[src/rtl/rom_chk_pkg.sv]
package rom_chk_pkg;

  // ROM data and digest words
  typedef logic [31:0] word_t;

  // Multi-bit boolean, single bit flips never produce a valid value
  typedef logic [3:0] mubi4_t;
  localparam mubi4_t MuBi4True  = 4'h6;
  localparam mubi4_t MuBi4False = 4'h9;

  // Bus address and response
  typedef logic [7:0] axil_addr_t;
  typedef logic [1:0] axil_resp_t;

  localparam axil_resp_t RespOkay   = 2'b00;
  localparam axil_resp_t RespSlvErr = 2'b10;

  // Register map, one word every 4 bytes
  localparam axil_addr_t RegStatus     = 8'h00;
  localparam axil_addr_t RegDigest0    = 8'h10;
  localparam axil_addr_t RegExpDigest0 = 8'h20;

  // Master to slave
  typedef struct packed {
    logic       aw_valid;
    axil_addr_t aw_addr;
    logic       w_valid;
    word_t      w_data;
    logic [3:0] w_strb;
    logic       b_ready;
    logic       ar_valid;
    axil_addr_t ar_addr;
    logic       r_ready;
  } axil_req_t;

  // Slave to master
  typedef struct packed {
    logic       aw_ready;
    logic       w_ready;
    logic       b_valid;
    axil_resp_t b_resp;
    logic       ar_ready;
    logic       r_valid;
    word_t      r_data;
    axil_resp_t r_resp;
  } axil_rsp_t;

endpackage

[src/rtl/rom_chk_compare.sv]
module rom_chk_compare
  import rom_chk_pkg::*;
#(
  parameter int NumWords = 2
) (
  input  logic                 clk_i,
  input  logic                 rst_ni,
  input  logic                 start_i,
  output logic                 done_o,
  output mubi4_t               good_o,
  input  word_t [NumWords-1:0] digest_i,
  input  word_t [NumWords-1:0] exp_digest_i,
  output logic                 alert_o
);

  localparam int CntW = (NumWords > 1) ? $clog2(NumWords) : 1;
  localparam logic [CntW-1:0] LastCnt = CntW'(NumWords - 1);

  // Sparse encoding, every pair of states at least 3 bits apart
  typedef enum logic [4:0] {
    Waiting  = 5'b00100,
    Checking = 5'b10010,
    Done     = 5'b11001
  } state_e;

  state_e          state_q, state_d;
  logic [CntW-1:0] cnt_q;
  logic            matches_q, matches_d;
  logic            word_match;
  mubi4_t          good_q, good_d;
  logic            fsm_alert;
  logic            start_alert;
  logic            wait_cnt_alert;
  logic            done_cnt_alert;
  logic            alert_q;

  always_comb begin
    state_d   = state_q;
    fsm_alert = 1'b0;
    unique case (state_q)
      Waiting: begin
        if (start_i) begin
          state_d = Checking;
        end
      end
      Checking: begin
        // One word per cycle
        if (cnt_q == LastCnt) begin
          state_d = Done;
        end
      end
      Done: begin
        // Terminal
        state_d = Done;
      end
      default: begin
        fsm_alert = 1'b1;
      end
    endcase
  end

  // Control flow and counter consistency
  assign start_alert    = start_i && (state_q != Waiting);
  assign wait_cnt_alert = (state_q == Waiting) && (cnt_q != '0);
  assign done_cnt_alert = (state_q == Done) && (cnt_q != LastCnt);

  // Current word pair
  assign word_match = digest_i[cnt_q] == exp_digest_i[cnt_q];

  always_comb begin
    matches_d = matches_q;
    if (state_q == Checking) begin
      matches_d = matches_q && word_match;
    end
  end

  // Good only once the last word has been checked
  assign good_d = ((state_d == Done) && matches_d) ? MuBi4True : MuBi4False;

  always_ff @(posedge clk_i or negedge rst_ni) begin
    if (!rst_ni) begin
      state_q   <= Waiting;
      cnt_q     <= '0;
      matches_q <= 1'b1;
      good_q    <= MuBi4False;
      alert_q   <= 1'b0;
    end else begin
      state_q   <= state_d;
      matches_q <= matches_d;
      good_q    <= good_d;
      // Stays high once raised
      alert_q   <= alert_q | fsm_alert | start_alert | wait_cnt_alert | done_cnt_alert;
      if ((state_q == Checking) && (cnt_q != LastCnt)) begin
        cnt_q <= cnt_q + 1'b1;
      end
    end
  end

  assign done_o  = state_q == Done;
  assign good_o  = good_q;
  assign alert_o = alert_q;

  // Done is final for the life of a reset
  done_sticky_a: assert property (@(posedge clk_i) disable iff (!rst_ni)
    done_o |=> done_o);

endmodule

[src/rtl/rom_chk_digest.sv]
module rom_chk_digest
  import rom_chk_pkg::*;
#(
  parameter int NumWords = 2,
  parameter int RomDepth = 32,
  localparam int AddrW = $clog2(RomDepth)
) (
  input  logic                 clk_i,
  input  logic                 rst_ni,
  input  logic                 word_valid_i,
  input  word_t                word_data_i,
  input  logic [AddrW-1:0]     word_idx_i,
  output word_t [NumWords-1:0] digest_o
);

  localparam int LaneW = (NumWords > 1) ? $clog2(NumWords) : 1;

  word_t [NumWords-1:0] lane_q;
  logic [AddrW-1:0]     lane_full;
  logic [LaneW-1:0]     lane_sel;
  word_t                lane_rot;
  word_t                folded;

  // Words are spread round robin over the lanes
  assign lane_full = word_idx_i % AddrW'(NumWords);
  assign lane_sel  = lane_full[LaneW-1:0];

  // Rotate left by 5
  assign lane_rot = {lane_q[lane_sel][26:0], lane_q[lane_sel][31:27]};

  // Index folded in so that swapped words change the digest
  assign folded = lane_rot ^ word_data_i ^ word_t'(word_idx_i);

  always_ff @(posedge clk_i or negedge rst_ni) begin
    if (!rst_ni) begin
      lane_q <= '0;
    end else if (word_valid_i) begin
      lane_q[lane_sel] <= folded;
    end
  end

  assign digest_o = lane_q;

  // Only data words may reach the digest, never the expected region
  idx_in_data_a: assert property (@(posedge clk_i) disable iff (!rst_ni)
    word_valid_i |-> int'(word_idx_i) < RomDepth - NumWords);

endmodule

[src/rtl/rom_chk_fetch.sv]
module rom_chk_fetch
  import rom_chk_pkg::*;
#(
  parameter int NumWords = 2,
  parameter int RomDepth = 32,
  localparam int AddrW = $clog2(RomDepth)
) (
  input  logic                 clk_i,
  input  logic                 rst_ni,
  // ROM read port
  output logic                 rom_req_o,
  output logic [AddrW-1:0]     rom_addr_o,
  input  word_t                rom_rdata_i,
  input  logic                 rom_rvalid_i,
  // Data words to the digest
  output logic                 word_valid_o,
  output word_t                word_data_o,
  output logic [AddrW-1:0]     word_idx_o,
  // Expected digest and compare trigger
  output word_t [NumWords-1:0] exp_digest_o,
  output logic                 cmp_start_o
);

  localparam int ExpW = (NumWords > 1) ? $clog2(NumWords) : 1;
  // First address of the expected digest region
  localparam logic [AddrW-1:0] FirstExp = AddrW'(RomDepth - NumWords);
  localparam logic [AddrW-1:0] LastAddr = AddrW'(RomDepth - 1);

  typedef enum logic [1:0] {
    Idle,
    Request,
    Wait,
    Finish
  } state_e;

  state_e               state_q, state_d;
  logic [AddrW-1:0]     addr_q;
  logic                 start_q;
  logic                 rx;
  logic                 is_data;
  logic                 last_word;
  logic [AddrW-1:0]     exp_idx;
  word_t [NumWords-1:0] exp_q;

  // Response for the single outstanding request
  assign rx        = (state_q == Wait) && rom_rvalid_i;
  assign is_data   = addr_q < FirstExp;
  assign last_word = addr_q == LastAddr;
  assign exp_idx   = addr_q - FirstExp;

  always_comb begin
    state_d = state_q;
    unique case (state_q)
      Idle: begin
        state_d = Request;
      end
      Request: begin
        state_d = Wait;
      end
      Wait: begin
        // Next request goes out in the cycle after rvalid
        if (rom_rvalid_i) begin
          state_d = last_word ? Finish : Request;
        end
      end
      Finish: begin
        // Whole ROM read, stay here until reset
        state_d = Finish;
      end
      default: begin
        state_d = Idle;
      end
    endcase
  end

  always_ff @(posedge clk_i or negedge rst_ni) begin
    if (!rst_ni) begin
      state_q <= Idle;
      addr_q  <= '0;
      start_q <= 1'b0;
    end else begin
      state_q <= state_d;
      // Single pulse one cycle after the last word
      start_q <= rx && last_word;
      if (rx && !last_word) begin
        addr_q <= addr_q + 1'b1;
      end
    end
  end

  // Top words of the ROM form the expected digest
  always_ff @(posedge clk_i) begin
    if (rx && !is_data) begin
      exp_q[exp_idx[ExpW-1:0]] <= rom_rdata_i;
    end
  end

  assign rom_req_o    = state_q == Request;
  assign rom_addr_o   = addr_q;
  assign word_valid_o = rx && is_data;
  assign word_data_o  = rom_rdata_i;
  assign word_idx_o   = addr_q;
  assign exp_digest_o = exp_q;
  assign cmp_start_o  = start_q;

  // ROM must only answer a request that is actually pending
  rvalid_in_wait_a: assert property (@(posedge clk_i) disable iff (!rst_ni)
    rom_rvalid_i |-> state_q == Wait);

endmodule

[src/rtl/rom_chk_regs.sv]
module rom_chk_regs
  import rom_chk_pkg::*;
#(
  parameter int NumWords = 2
) (
  input  logic                 clk_i,
  input  logic                 rst_ni,
  input  axil_req_t            axil_req_i,
  output axil_rsp_t            axil_rsp_o,
  input  logic                 done_i,
  input  mubi4_t               good_i,
  input  logic                 alert_i,
  input  word_t [NumWords-1:0] digest_i,
  input  word_t [NumWords-1:0] exp_digest_i
);

  logic       r_valid_q;
  word_t      r_data_q;
  axil_resp_t r_resp_q;
  logic       b_valid_q;
  logic       alert_seen_q;
  logic       rd_hs;
  logic       wr_hs;
  axil_addr_t rd_addr;
  logic [1:0] rd_widx;
  logic       rd_widx_ok;
  word_t      rd_data;
  axil_resp_t rd_resp;

  // One read in flight, a new address only after the data left
  assign rd_hs = axil_req_i.ar_valid && !r_valid_q;

  // Address and data taken together, nothing is written
  assign wr_hs = axil_req_i.aw_valid && axil_req_i.w_valid && !b_valid_q;

  assign rd_addr    = axil_req_i.ar_addr;
  assign rd_widx    = rd_addr[3:2];
  assign rd_widx_ok = int'(rd_widx) < NumWords;

  // Read decode
  always_comb begin
    rd_data = '0;
    rd_resp = RespSlvErr;
    if (rd_addr[1:0] == 2'b00) begin
      if (rd_addr == RegStatus) begin
        rd_data = word_t'({alert_seen_q, good_i, done_i});
        rd_resp = RespOkay;
      end else if (((rd_addr & 8'hf0) == RegDigest0) && rd_widx_ok) begin
        rd_data = digest_i[rd_widx];
        rd_resp = RespOkay;
      end else if (((rd_addr & 8'hf0) == RegExpDigest0) && rd_widx_ok) begin
        rd_data = exp_digest_i[rd_widx];
        rd_resp = RespOkay;
      end
    end
  end

  always_ff @(posedge clk_i or negedge rst_ni) begin
    if (!rst_ni) begin
      r_valid_q    <= 1'b0;
      b_valid_q    <= 1'b0;
      alert_seen_q <= 1'b0;
    end else begin
      alert_seen_q <= alert_seen_q | alert_i;
      // Response held until the master takes it
      if (rd_hs) begin
        r_valid_q <= 1'b1;
      end else if (axil_req_i.r_ready) begin
        r_valid_q <= 1'b0;
      end
      if (wr_hs) begin
        b_valid_q <= 1'b1;
      end else if (axil_req_i.b_ready) begin
        b_valid_q <= 1'b0;
      end
    end
  end

  // Read data captured at address handshake
  always_ff @(posedge clk_i) begin
    if (rd_hs) begin
      r_data_q <= rd_data;
      r_resp_q <= rd_resp;
    end
  end

  always_comb begin
    axil_rsp_o          = '0;
    axil_rsp_o.aw_ready = wr_hs;
    axil_rsp_o.w_ready  = wr_hs;
    axil_rsp_o.b_valid  = b_valid_q;
    // Register file is read only
    axil_rsp_o.b_resp   = RespSlvErr;
    axil_rsp_o.ar_ready = !r_valid_q;
    axil_rsp_o.r_valid  = r_valid_q;
    axil_rsp_o.r_data   = r_data_q;
    axil_rsp_o.r_resp   = r_resp_q;
  end

  // Read response must not be dropped or change under back-pressure
  r_hold_a: assert property (@(posedge clk_i) disable iff (!rst_ni)
    r_valid_q && !axil_req_i.r_ready |=> r_valid_q && $stable(r_data_q));

endmodule

[src/rtl/rom_chk_top.sv]
module rom_chk_top
  import rom_chk_pkg::*;
#(
  parameter int NumWords = 2,
  parameter int RomDepth = 32,
  localparam int AddrW = $clog2(RomDepth)
) (
  input  logic             clk_i,
  input  logic             rst_ni,
  // ROM
  output logic             rom_req_o,
  output logic [AddrW-1:0] rom_addr_o,
  input  word_t            rom_rdata_i,
  input  logic             rom_rvalid_i,
  // Register bus
  input  axil_req_t        axil_req_i,
  output axil_rsp_t        axil_rsp_o,
  // Check result
  output logic             done_o,
  output mubi4_t           good_o,
  output logic             alert_o
);

  logic                 word_valid;
  word_t                word_data;
  logic [AddrW-1:0]     word_idx;
  word_t [NumWords-1:0] digest;
  word_t [NumWords-1:0] exp_digest;
  logic                 cmp_start;

  // ROM sequencer
  rom_chk_fetch #(
    .NumWords(NumWords),
    .RomDepth(RomDepth)
  ) u_fetch (
    .clk_i,
    .rst_ni,
    .rom_req_o,
    .rom_addr_o,
    .rom_rdata_i,
    .rom_rvalid_i,
    .word_valid_o(word_valid),
    .word_data_o (word_data),
    .word_idx_o  (word_idx),
    .exp_digest_o(exp_digest),
    .cmp_start_o (cmp_start)
  );

  rom_chk_digest #(
    .NumWords(NumWords),
    .RomDepth(RomDepth)
  ) u_digest (
    .clk_i,
    .rst_ni,
    .word_valid_i(word_valid),
    .word_data_i (word_data),
    .word_idx_i  (word_idx),
    .digest_o    (digest)
  );

  rom_chk_compare #(
    .NumWords(NumWords)
  ) u_compare (
    .clk_i,
    .rst_ni,
    .start_i     (cmp_start),
    .done_o,
    .good_o,
    .digest_i    (digest),
    .exp_digest_i(exp_digest),
    .alert_o
  );

  // Software view of status and both digests
  rom_chk_regs #(
    .NumWords(NumWords)
  ) u_regs (
    .clk_i,
    .rst_ni,
    .axil_req_i,
    .axil_rsp_o,
    .done_i      (done_o),
    .good_i      (good_o),
    .alert_i     (alert_o),
    .digest_i    (digest),
    .exp_digest_i(exp_digest)
  );

endmodule

[config.mk]
export PLATFORM = sky130hd
export DESIGN_NAME = rom_chk_top
export DESIGN_NICKNAME = d
export VERILOG_FILES = /design/src/rtl/rom_chk_pkg.sv /design/src/rtl/rom_chk_compare.sv /design/src/rtl/rom_chk_digest.sv /design/src/rtl/rom_chk_fetch.sv /design/src/rtl/rom_chk_regs.sv /design/src/rtl/rom_chk_top.sv
export SDC_FILE = /design/constraint.sdc
export NUM_CORES = 1
export LEC_CHECK = 0
export BUFFER_PORTS_ARGS = -buffer_cell sky130_fd_sc_hd__buf_2
export CAP_MARGIN = 20
export CORE_UTILIZATION = 52
export CTS_CLUSTER_SIZE = 30
export DETAILED_ROUTE_END_ITERATION = 10
export PLACE_DENSITY = 0.86
export SLEW_MARGIN = 20
export SYNTH_ARGS = -nofsm -noshare
export SYNTH_HDL_FRONTEND = slang
export SYNTH_HIERARCHICAL = 1
export SYNTH_SLANG_ARGS = --single-unit
[constraint.sdc]
create_clock -name clk_i -period 3.5 [get_ports clk_i]
set_input_delay 0.525 -clock clk_i [delete_from_list [all_inputs] [get_ports clk_i]]
set_output_delay 0.525 -clock clk_i [all_outputs]
set_load 0.005 [all_outputs]
# Word level (Yosys, flattened, before mapping)
# Cells that the tools add are included.
# word_totals
ff_bits,185
input_bits,92
out_inout_bits,53
wordCells,117
# op_classes
addsub,3
n_lt_le_gt_ge,8
eq_ne,13
muxes,35
bitwise,9
n_reduce_logical,30
# ops
operator,count
32-bit two-way mux,14
64-bit bitwise mux,2
32-bit demux with 1-bit select,2
32-bit == test,1
32-bit XOR,1
32-bit by 5-bit XOR with 32-bit output,1
5-bit == test (second input constant),4
1-bit logical AND,18
5-bit case mux with 3 select lines,1
2-bit two-way mux,5
5-bit two-way mux,2
8-bit zero test,1
2-bit case mux with 4 select lines,1
1-bit by 2-bit < comparator with 1-bit output (second input constant),3
1-bit two-way mux,6
6-bit two-way mux,1
3-bit OR reduction,2
5-bit by 1-bit adder with 5-bit output (second input constant),1
5-bit by 3-bit == test with 1-bit output (second input constant),1
5-bit < comparator (second input constant),1
5-bit by 3-bit inequality test with 1-bit output (second input constant),1
1-bit OR,5
2-bit == test (second input constant),2
4-bit by 1-bit == test with 1-bit output (second input constant),1
other kinds (13),21

# Depth between registers and ports, before layout
# logic_depth
ltp_word,7
depth_mapped,8
ltp_nobuf,6

# Modules after synthesis
# Netlist, hierarchy kept.
# modules_own_cells
mod,instances,cells_each,area_per_inst_um2,seq_area_each_um2
rom_chk_digest,1,235,3124.2,1601.5
rom_chk_regs,1,255,2606.2,1066.0
rom_chk_fetch,1,133,2586.2,2122.0
rom_chk_compare,1,124,1146.1,254.0

# Worst setup path after synthesis
# No wires, ideal clock.
# synth_timing
path_kind,input to register
from,input port rom_rvalid_i
to,"register u_fetch.exp_q, in the netlist u_fetch/exp_digest_o[0], enable pin"
setup_ns,0.461
arrival_time_ns,2.917
t_required_ns,3.039
slack_ns,0.122
path_stages,2
cell_sequence,nand3b_1 -> nor3_1
# synth_between
elab_chain_len,2
# synth_rtl
element,line_no,text
start: declaration,rom_chk_top.sv:14,"input logic rom_rvalid_i,"
1-bit logical AND,rom_chk_fetch.sv:46,assign rx = (state_q == Wait) && rom_rvalid_i;
1-bit logical AND,rom_chk_fetch.sv:93,if (rx && !is_data) begin
end signal: indexed assignment,rom_chk_fetch.sv:94,exp_q[exp_idx[ExpW-1:0]] <= rom_rdata_i;
end: declaration,rom_chk_fetch.sv:43,word_t [NumWords-1:0] exp_q;
# Every way passes these cells.
# A chain may end at the register's enable or synchronous reset.

# Worst setup path in the final report
# layout_timing
from,register u_fetch.addr_q[1] (netlist: u_fetch/rom_addr_o[1])
to,"register u_digest.lane_q, in the netlist u_digest/digest_o[11]"
# layout_between
elab_chain_len,2
# layout_rtl
element,line_no,text
start: declaration,rom_chk_fetch.sv:37,logic [AddrW-1:0] addr_q;
start signal: assignment,rom_chk_fetch.sv:86,addr_q <= addr_q + 1'b1;
5-bit < comparator,rom_chk_fetch.sv:47,assign is_data = addr_q < FirstExp;
1-bit logical AND,rom_chk_fetch.sv:100,assign word_valid_o = rx && is_data;
via word_valid,rom_chk_top.sv:24,logic word_valid;
end signal: indexed assignment,rom_chk_digest.sv:38,lane_q[lane_sel] <= folded;
end: declaration,rom_chk_digest.sv:18,word_t [NumWords-1:0] lane_q;
# The timed path passes the listed nets, and every way through them passes these cells.

==> impl_metrics.xml <==
<?xml version="1.0" encoding="UTF-8"?>
<metrics>
  <group name="timing">
    <metric name="fin_crit" unit="ns">2.219</metric>
    <metric name="layout_worst_path_cycle_share" unit="">0.6341</metric>
    <metric name="finalSetupViolations" unit="">0</metric>
    <metric name="finClkSkew" unit="ns">0.009558</metric>
    <metric name="timing.slew.headroom" unit="">0.3273</metric>
    <metric name="setup_ws" unit="ns">1.281</metric>
    <metric name="unrepaired_setup_endpoints_after_global_routing" unit="">false</metric>
    <metric name="timing.final.hold_violations" unit="">0</metric>
    <metric name="setup_tns" unit="ns">0</metric>
    <metric name="timing.fmax" unit="MHz">450.6</metric>
    <metric name="drv_slew" unit="">0</metric>
    <metric name="worst_slew_pin_slew" unit="ns">1.004</metric>
  </group>
  <group name="routing">
    <metric name="routed_wire_length_per_instance" unit="µm">23.67</metric>
    <metric name="num_vias" unit="">6375</metric>
    <metric name="detail_route.wirelength.met1" unit="µm">9417</metric>
    <metric name="routed_length_on_met2" unit="µm">11410</metric>
    <metric name="drt-initial-drc-count" unit="">596</metric>
    <metric name="met3_wirelength" unit="µm">2596</metric>
    <metric name="drc" unit="">0</metric>
    <metric name="top_layer" unit="">met4</metric>
    <metric name="route.antenna.remaining_nets" unit="">0</metric>
    <metric name="totalWireLength" unit="µm">24420</metric>
    <metric name="routed_via_density" unit="">6.177</metric>
    <metric name="dr.pass1.iters" unit="">6</metric>
  </group>
  <group name="clock_network">
    <metric name="ctsHoldBuffers" unit="">0</metric>
    <metric name="clock_tree.buffer_depth" unit="">2</metric>
    <metric name="cts_root_buffer" unit="">clkbuf_16</metric>
    <metric name="clk_pin_slew_worst_paths" unit="ns">0.07</metric>
    <metric name="cts_tree" unit="">done</metric>
    <metric name="clock_latency" unit="ns">0.44</metric>
    <metric name="cts_resized" unit="">0</metric>
    <metric name="inserted_clock_buffers" unit="">17</metric>
    <metric name="cts_setup_buffers" unit="">0</metric>
    <metric name="cts_htree_levels" unit="">4</metric>
    <metric name="clock_sinks" unit="">182</metric>
  </group>
  <group name="critical_path">
    <metric name="cp_max_fo" unit="">25</metric>
    <metric name="timing_worst_setup_path_type" unit="">flip-flop to flip-flop</metric>
    <metric name="critical_path_arrival" unit="ns">2.53</metric>
    <metric name="cp-end-kind" unit="">flip-flop</metric>
    <metric name="critPathLaunchType" unit="">flip-flop</metric>
    <metric name="crit_required" unit="ns">3.81</metric>
  </group>
  <group name="job">
    <metric name="maxCapViolCount" unit="">0</metric>
  </group>
  <group name="global_route">
    <metric name="first_global_vias" unit="">6450</metric>
    <metric name="residual_overflow_from_global_routing" unit="">0</metric>
    <metric name="grt_antenna_before_repair" unit="">0</metric>
    <metric name="wire_length_of_the_first_global_routing_pass" unit="µm">37320</metric>
    <metric name="grt_max_degree" unit="">42</metric>
    <metric name="grt.total_usage" unit="">0.2776</metric>
  </group>
  <group name="placed_design">
    <metric name="dp_slack" unit="ns">1.100</metric>
    <metric name="globalplace.congestion" unit="">0.8826</metric>
    <metric name="detailed_place_hpwl" unit="µm">15950</metric>
    <metric name="post_dp_cell_area" unit="µm²">9854</metric>
    <metric name="portBuffers" unit="">97</metric>
  </group>
  <group name="synthesis">
    <metric name="ys_warn_count" unit="">6</metric>
    <metric name="synthDistinctLibCells" unit="">57</metric>
    <metric name="primary_flip_flop_cell_chosen_by_synthesis_mapping" unit="">edfxtp_1</metric>
    <metric name="syn-cell-area" unit="µm²">9463</metric>
    <metric name="synth-edff-count" unit="">97</metric>
    <metric name="synth-simple-area-share" unit="">0.08092</metric>
    <metric name="count_of_mapped_cells_out_of_synthesis" unit="">747</metric>
    <metric name="synth_xor_area_frac" unit="">0.1339</metric>
    <metric name="synth_compound_area_frac" unit="">0.06505</metric>
    <metric name="async_flop_share" unit="">0.4670</metric>
    <metric name="post_synth_fa_ha_maj_area_fraction" unit="">0.002644</metric>
    <metric name="synthMuxAreaShare" unit="">0.1240</metric>
    <metric name="synth_seq_area_share" unit="">0.5330</metric>
    <metric name="largest_family_of_logic_cells_by_synthesized_area" unit="">XOR/XNOR gates</metric>
    <metric name="post_synthesis_register_bit_count" unit="">182</metric>
    <metric name="postSynthAreaPerCell" unit="µm²">12.67</metric>
  </group>
  <group name="pwr">
    <metric name="max-vdd-ir-drop" unit="µV">497.3</metric>
    <metric name="pwr_density_cell" unit="nW/µm²">696.3</metric>
    <metric name="total_leakage_power" unit="nW">4.074</metric>
  </group>
  <group name="floorplan">
    <metric name="core_region" unit="µm²">17540</metric>
    <metric name="overall_die_width" unit="µm">136.9</metric>
    <metric name="die_h" unit="µm">136.9</metric>
    <metric name="design.die.area" unit="µm²">18740</metric>
    <metric name="rows" unit="">48</metric>
    <metric name="io_pins" unit="">145</metric>
    <metric name="initial_util" unit="">0.5396</metric>
  </group>
  <group name="status">
    <metric name="status" unit="">finished clean</metric>
  </group>
  <group name="cells_and_area">
    <metric name="insertedDiodeCount" unit="">0</metric>
    <metric name="fillerInstances" unit="">1342</metric>
    <metric name="nets" unit="">888</metric>
    <metric name="layout-drive-gt1-share" unit="">0.3061</metric>
    <metric name="final_core_utilization" unit="">0.5982</metric>
    <metric name="area_growth" unit="%">10.87</metric>
    <metric name="final_area" unit="µm²">10490</metric>
  </group>
  <group name="worst_hold_path">
    <metric name="holdCritPathClass" unit="">input port to asynchronous set/reset pin</metric>
  </group>
</metrics>
[cell usage after synthesis, types with 7 or more instances]
master    number  share of area
buf_4         50          0.040
mux2_1        34          0.040
a21oi_2       10         0.0093
xor2_1        71          0.066
edfxtp_1      97           0.31
nor3_1        13         0.0069
mux2_2        68          0.081
xor3_1         8          0.020
a21oi_1       72          0.038
clkbuf_1      20         0.0079
nor4_1        10         0.0066
dfrtp_1       82           0.22
nand4_1        7         0.0046
nand3_1       67          0.035
xnor2_1       52          0.048
[placed cells by master (no fill, tap or decap), types with 4 or more instances in the layout]
cell,Yosys,final
clkbuf_16,0,17
nor3_1,13,10
a311oi_1,6,6
nand3_1,67,67
a21oi_1,72,72
xor2_1,71,71
mux2_2,68,68
nor2_1,5,5
edfxtp_1,97,97
nand4_1,7,7
dfrtp_1,82,82
buf_2,6,96
xor3_1,8,8
mux2_1,34,34
buf_4,50,16
nor3_2,1,4
a21oi_2,10,10
nor4_1,10,10
xnor2_1,52,52
[power by group]
part	total (mW)	internal (mW)	switching [mW]
Combinational	1.94	1.01	0.925
Sequential	3.36	2.68	0.681
Clock	2.01	1.18	0.826
[cell type report]
class / count / area [µm²] / area share
multi-input cells: 476 / 3897 / 0.3715
flip-flops and latches: 182 / 5044 / 0.4807
inverters: 3 / 11.26 / 0.001073
clock buffers: 21 / 470.5 / 0.04484
well taps: 225 / 281.5 / 0.02683
repair buffers: 114 / 640.6 / 0.06106
clock inverters: 11 / 146.4 / 0.01395
[registers in the layout, indices dropped and copies added (netlist names), 2 cells and up]
register	cells
u_fetch/state_q	2
u_compare/good_o	2
u_fetch/rom_addr_o	5
u_compare/state_q	5
u_fetch/exp_digest_o	64
u_regs/r_data_q	32
u_digest/digest_o	64
[metrics by stage]
| step | total power [mW] | instances | hold WS [ns] |
|---|---|---|---|
| 6_report | 7.305 | 1032 | 0.08432 |
| 5_1_grt | 7.576 | 1032 | 0.1284 |
| 4_1_cts | 7.261 | 1031 | 0.1037 |
| 3_5_place_dp | 5.248 | 999 | 0.4626 |
| 3_3_place_gp | 5.137 | 999 | 0.4544 |
| 2_1_floorplan | 4.619 | 748 | 0.2294 |
[kinds of logic after synthesis]
family	Yosys count
other	2
multiplexers	104
adder cells (fa/ha/maj)	2
flip-flops	182
buffers and inverters	90
XOR/XNOR	131
AO/OA/AOI/OAI	102
AND/OR/NAND/NOR	134
[metal layers]
metal / vias up / track usage
met1: 3122 / 0.3656
met5: - / 0
li1: 2754 / -
met2: 423 / 0.4289
met4: 0 / 0.1227
met3: 76 / 0.07704
[worst paths after layout]
check,start,to,slack [ns],cells after the start
min in group clk_i,axil_req_i[0],u_regs/r_valid_q$_DFFE_PN0P_,0.27,2
max reg2reg,u_fetch/rom_addr_o[1]$_DFFE_PN0P_,u_digest/digest_o[11]$_DFFE_PN0P_,1.28,5
max in group asynchronous,rst_ni,u_compare/matches_q$_DFF_PN1_,2.59,2
max,u_fetch/rom_addr_o[1]$_DFFE_PN0P_,u_digest/digest_o[11]$_DFFE_PN0P_,1.28,5
min,rst_ni,u_regs/b_valid_q$_DFFE_PN0P_,0.08,1
min reg2reg,u_compare/state_q[2]$_DFF_PN1_,u_compare/state_q[2]$_DFF_PN1_,0.47,1
[critical path, stage by stage, from the launching register on]
cell     delay [ns]
dfrtp_1        0.48
nand4_1        0.21
nor2b_2        0.22
nor2b_2        0.53
buf_12         0.29
mux2_1         0.35
(Power assumes the default switching activity.)
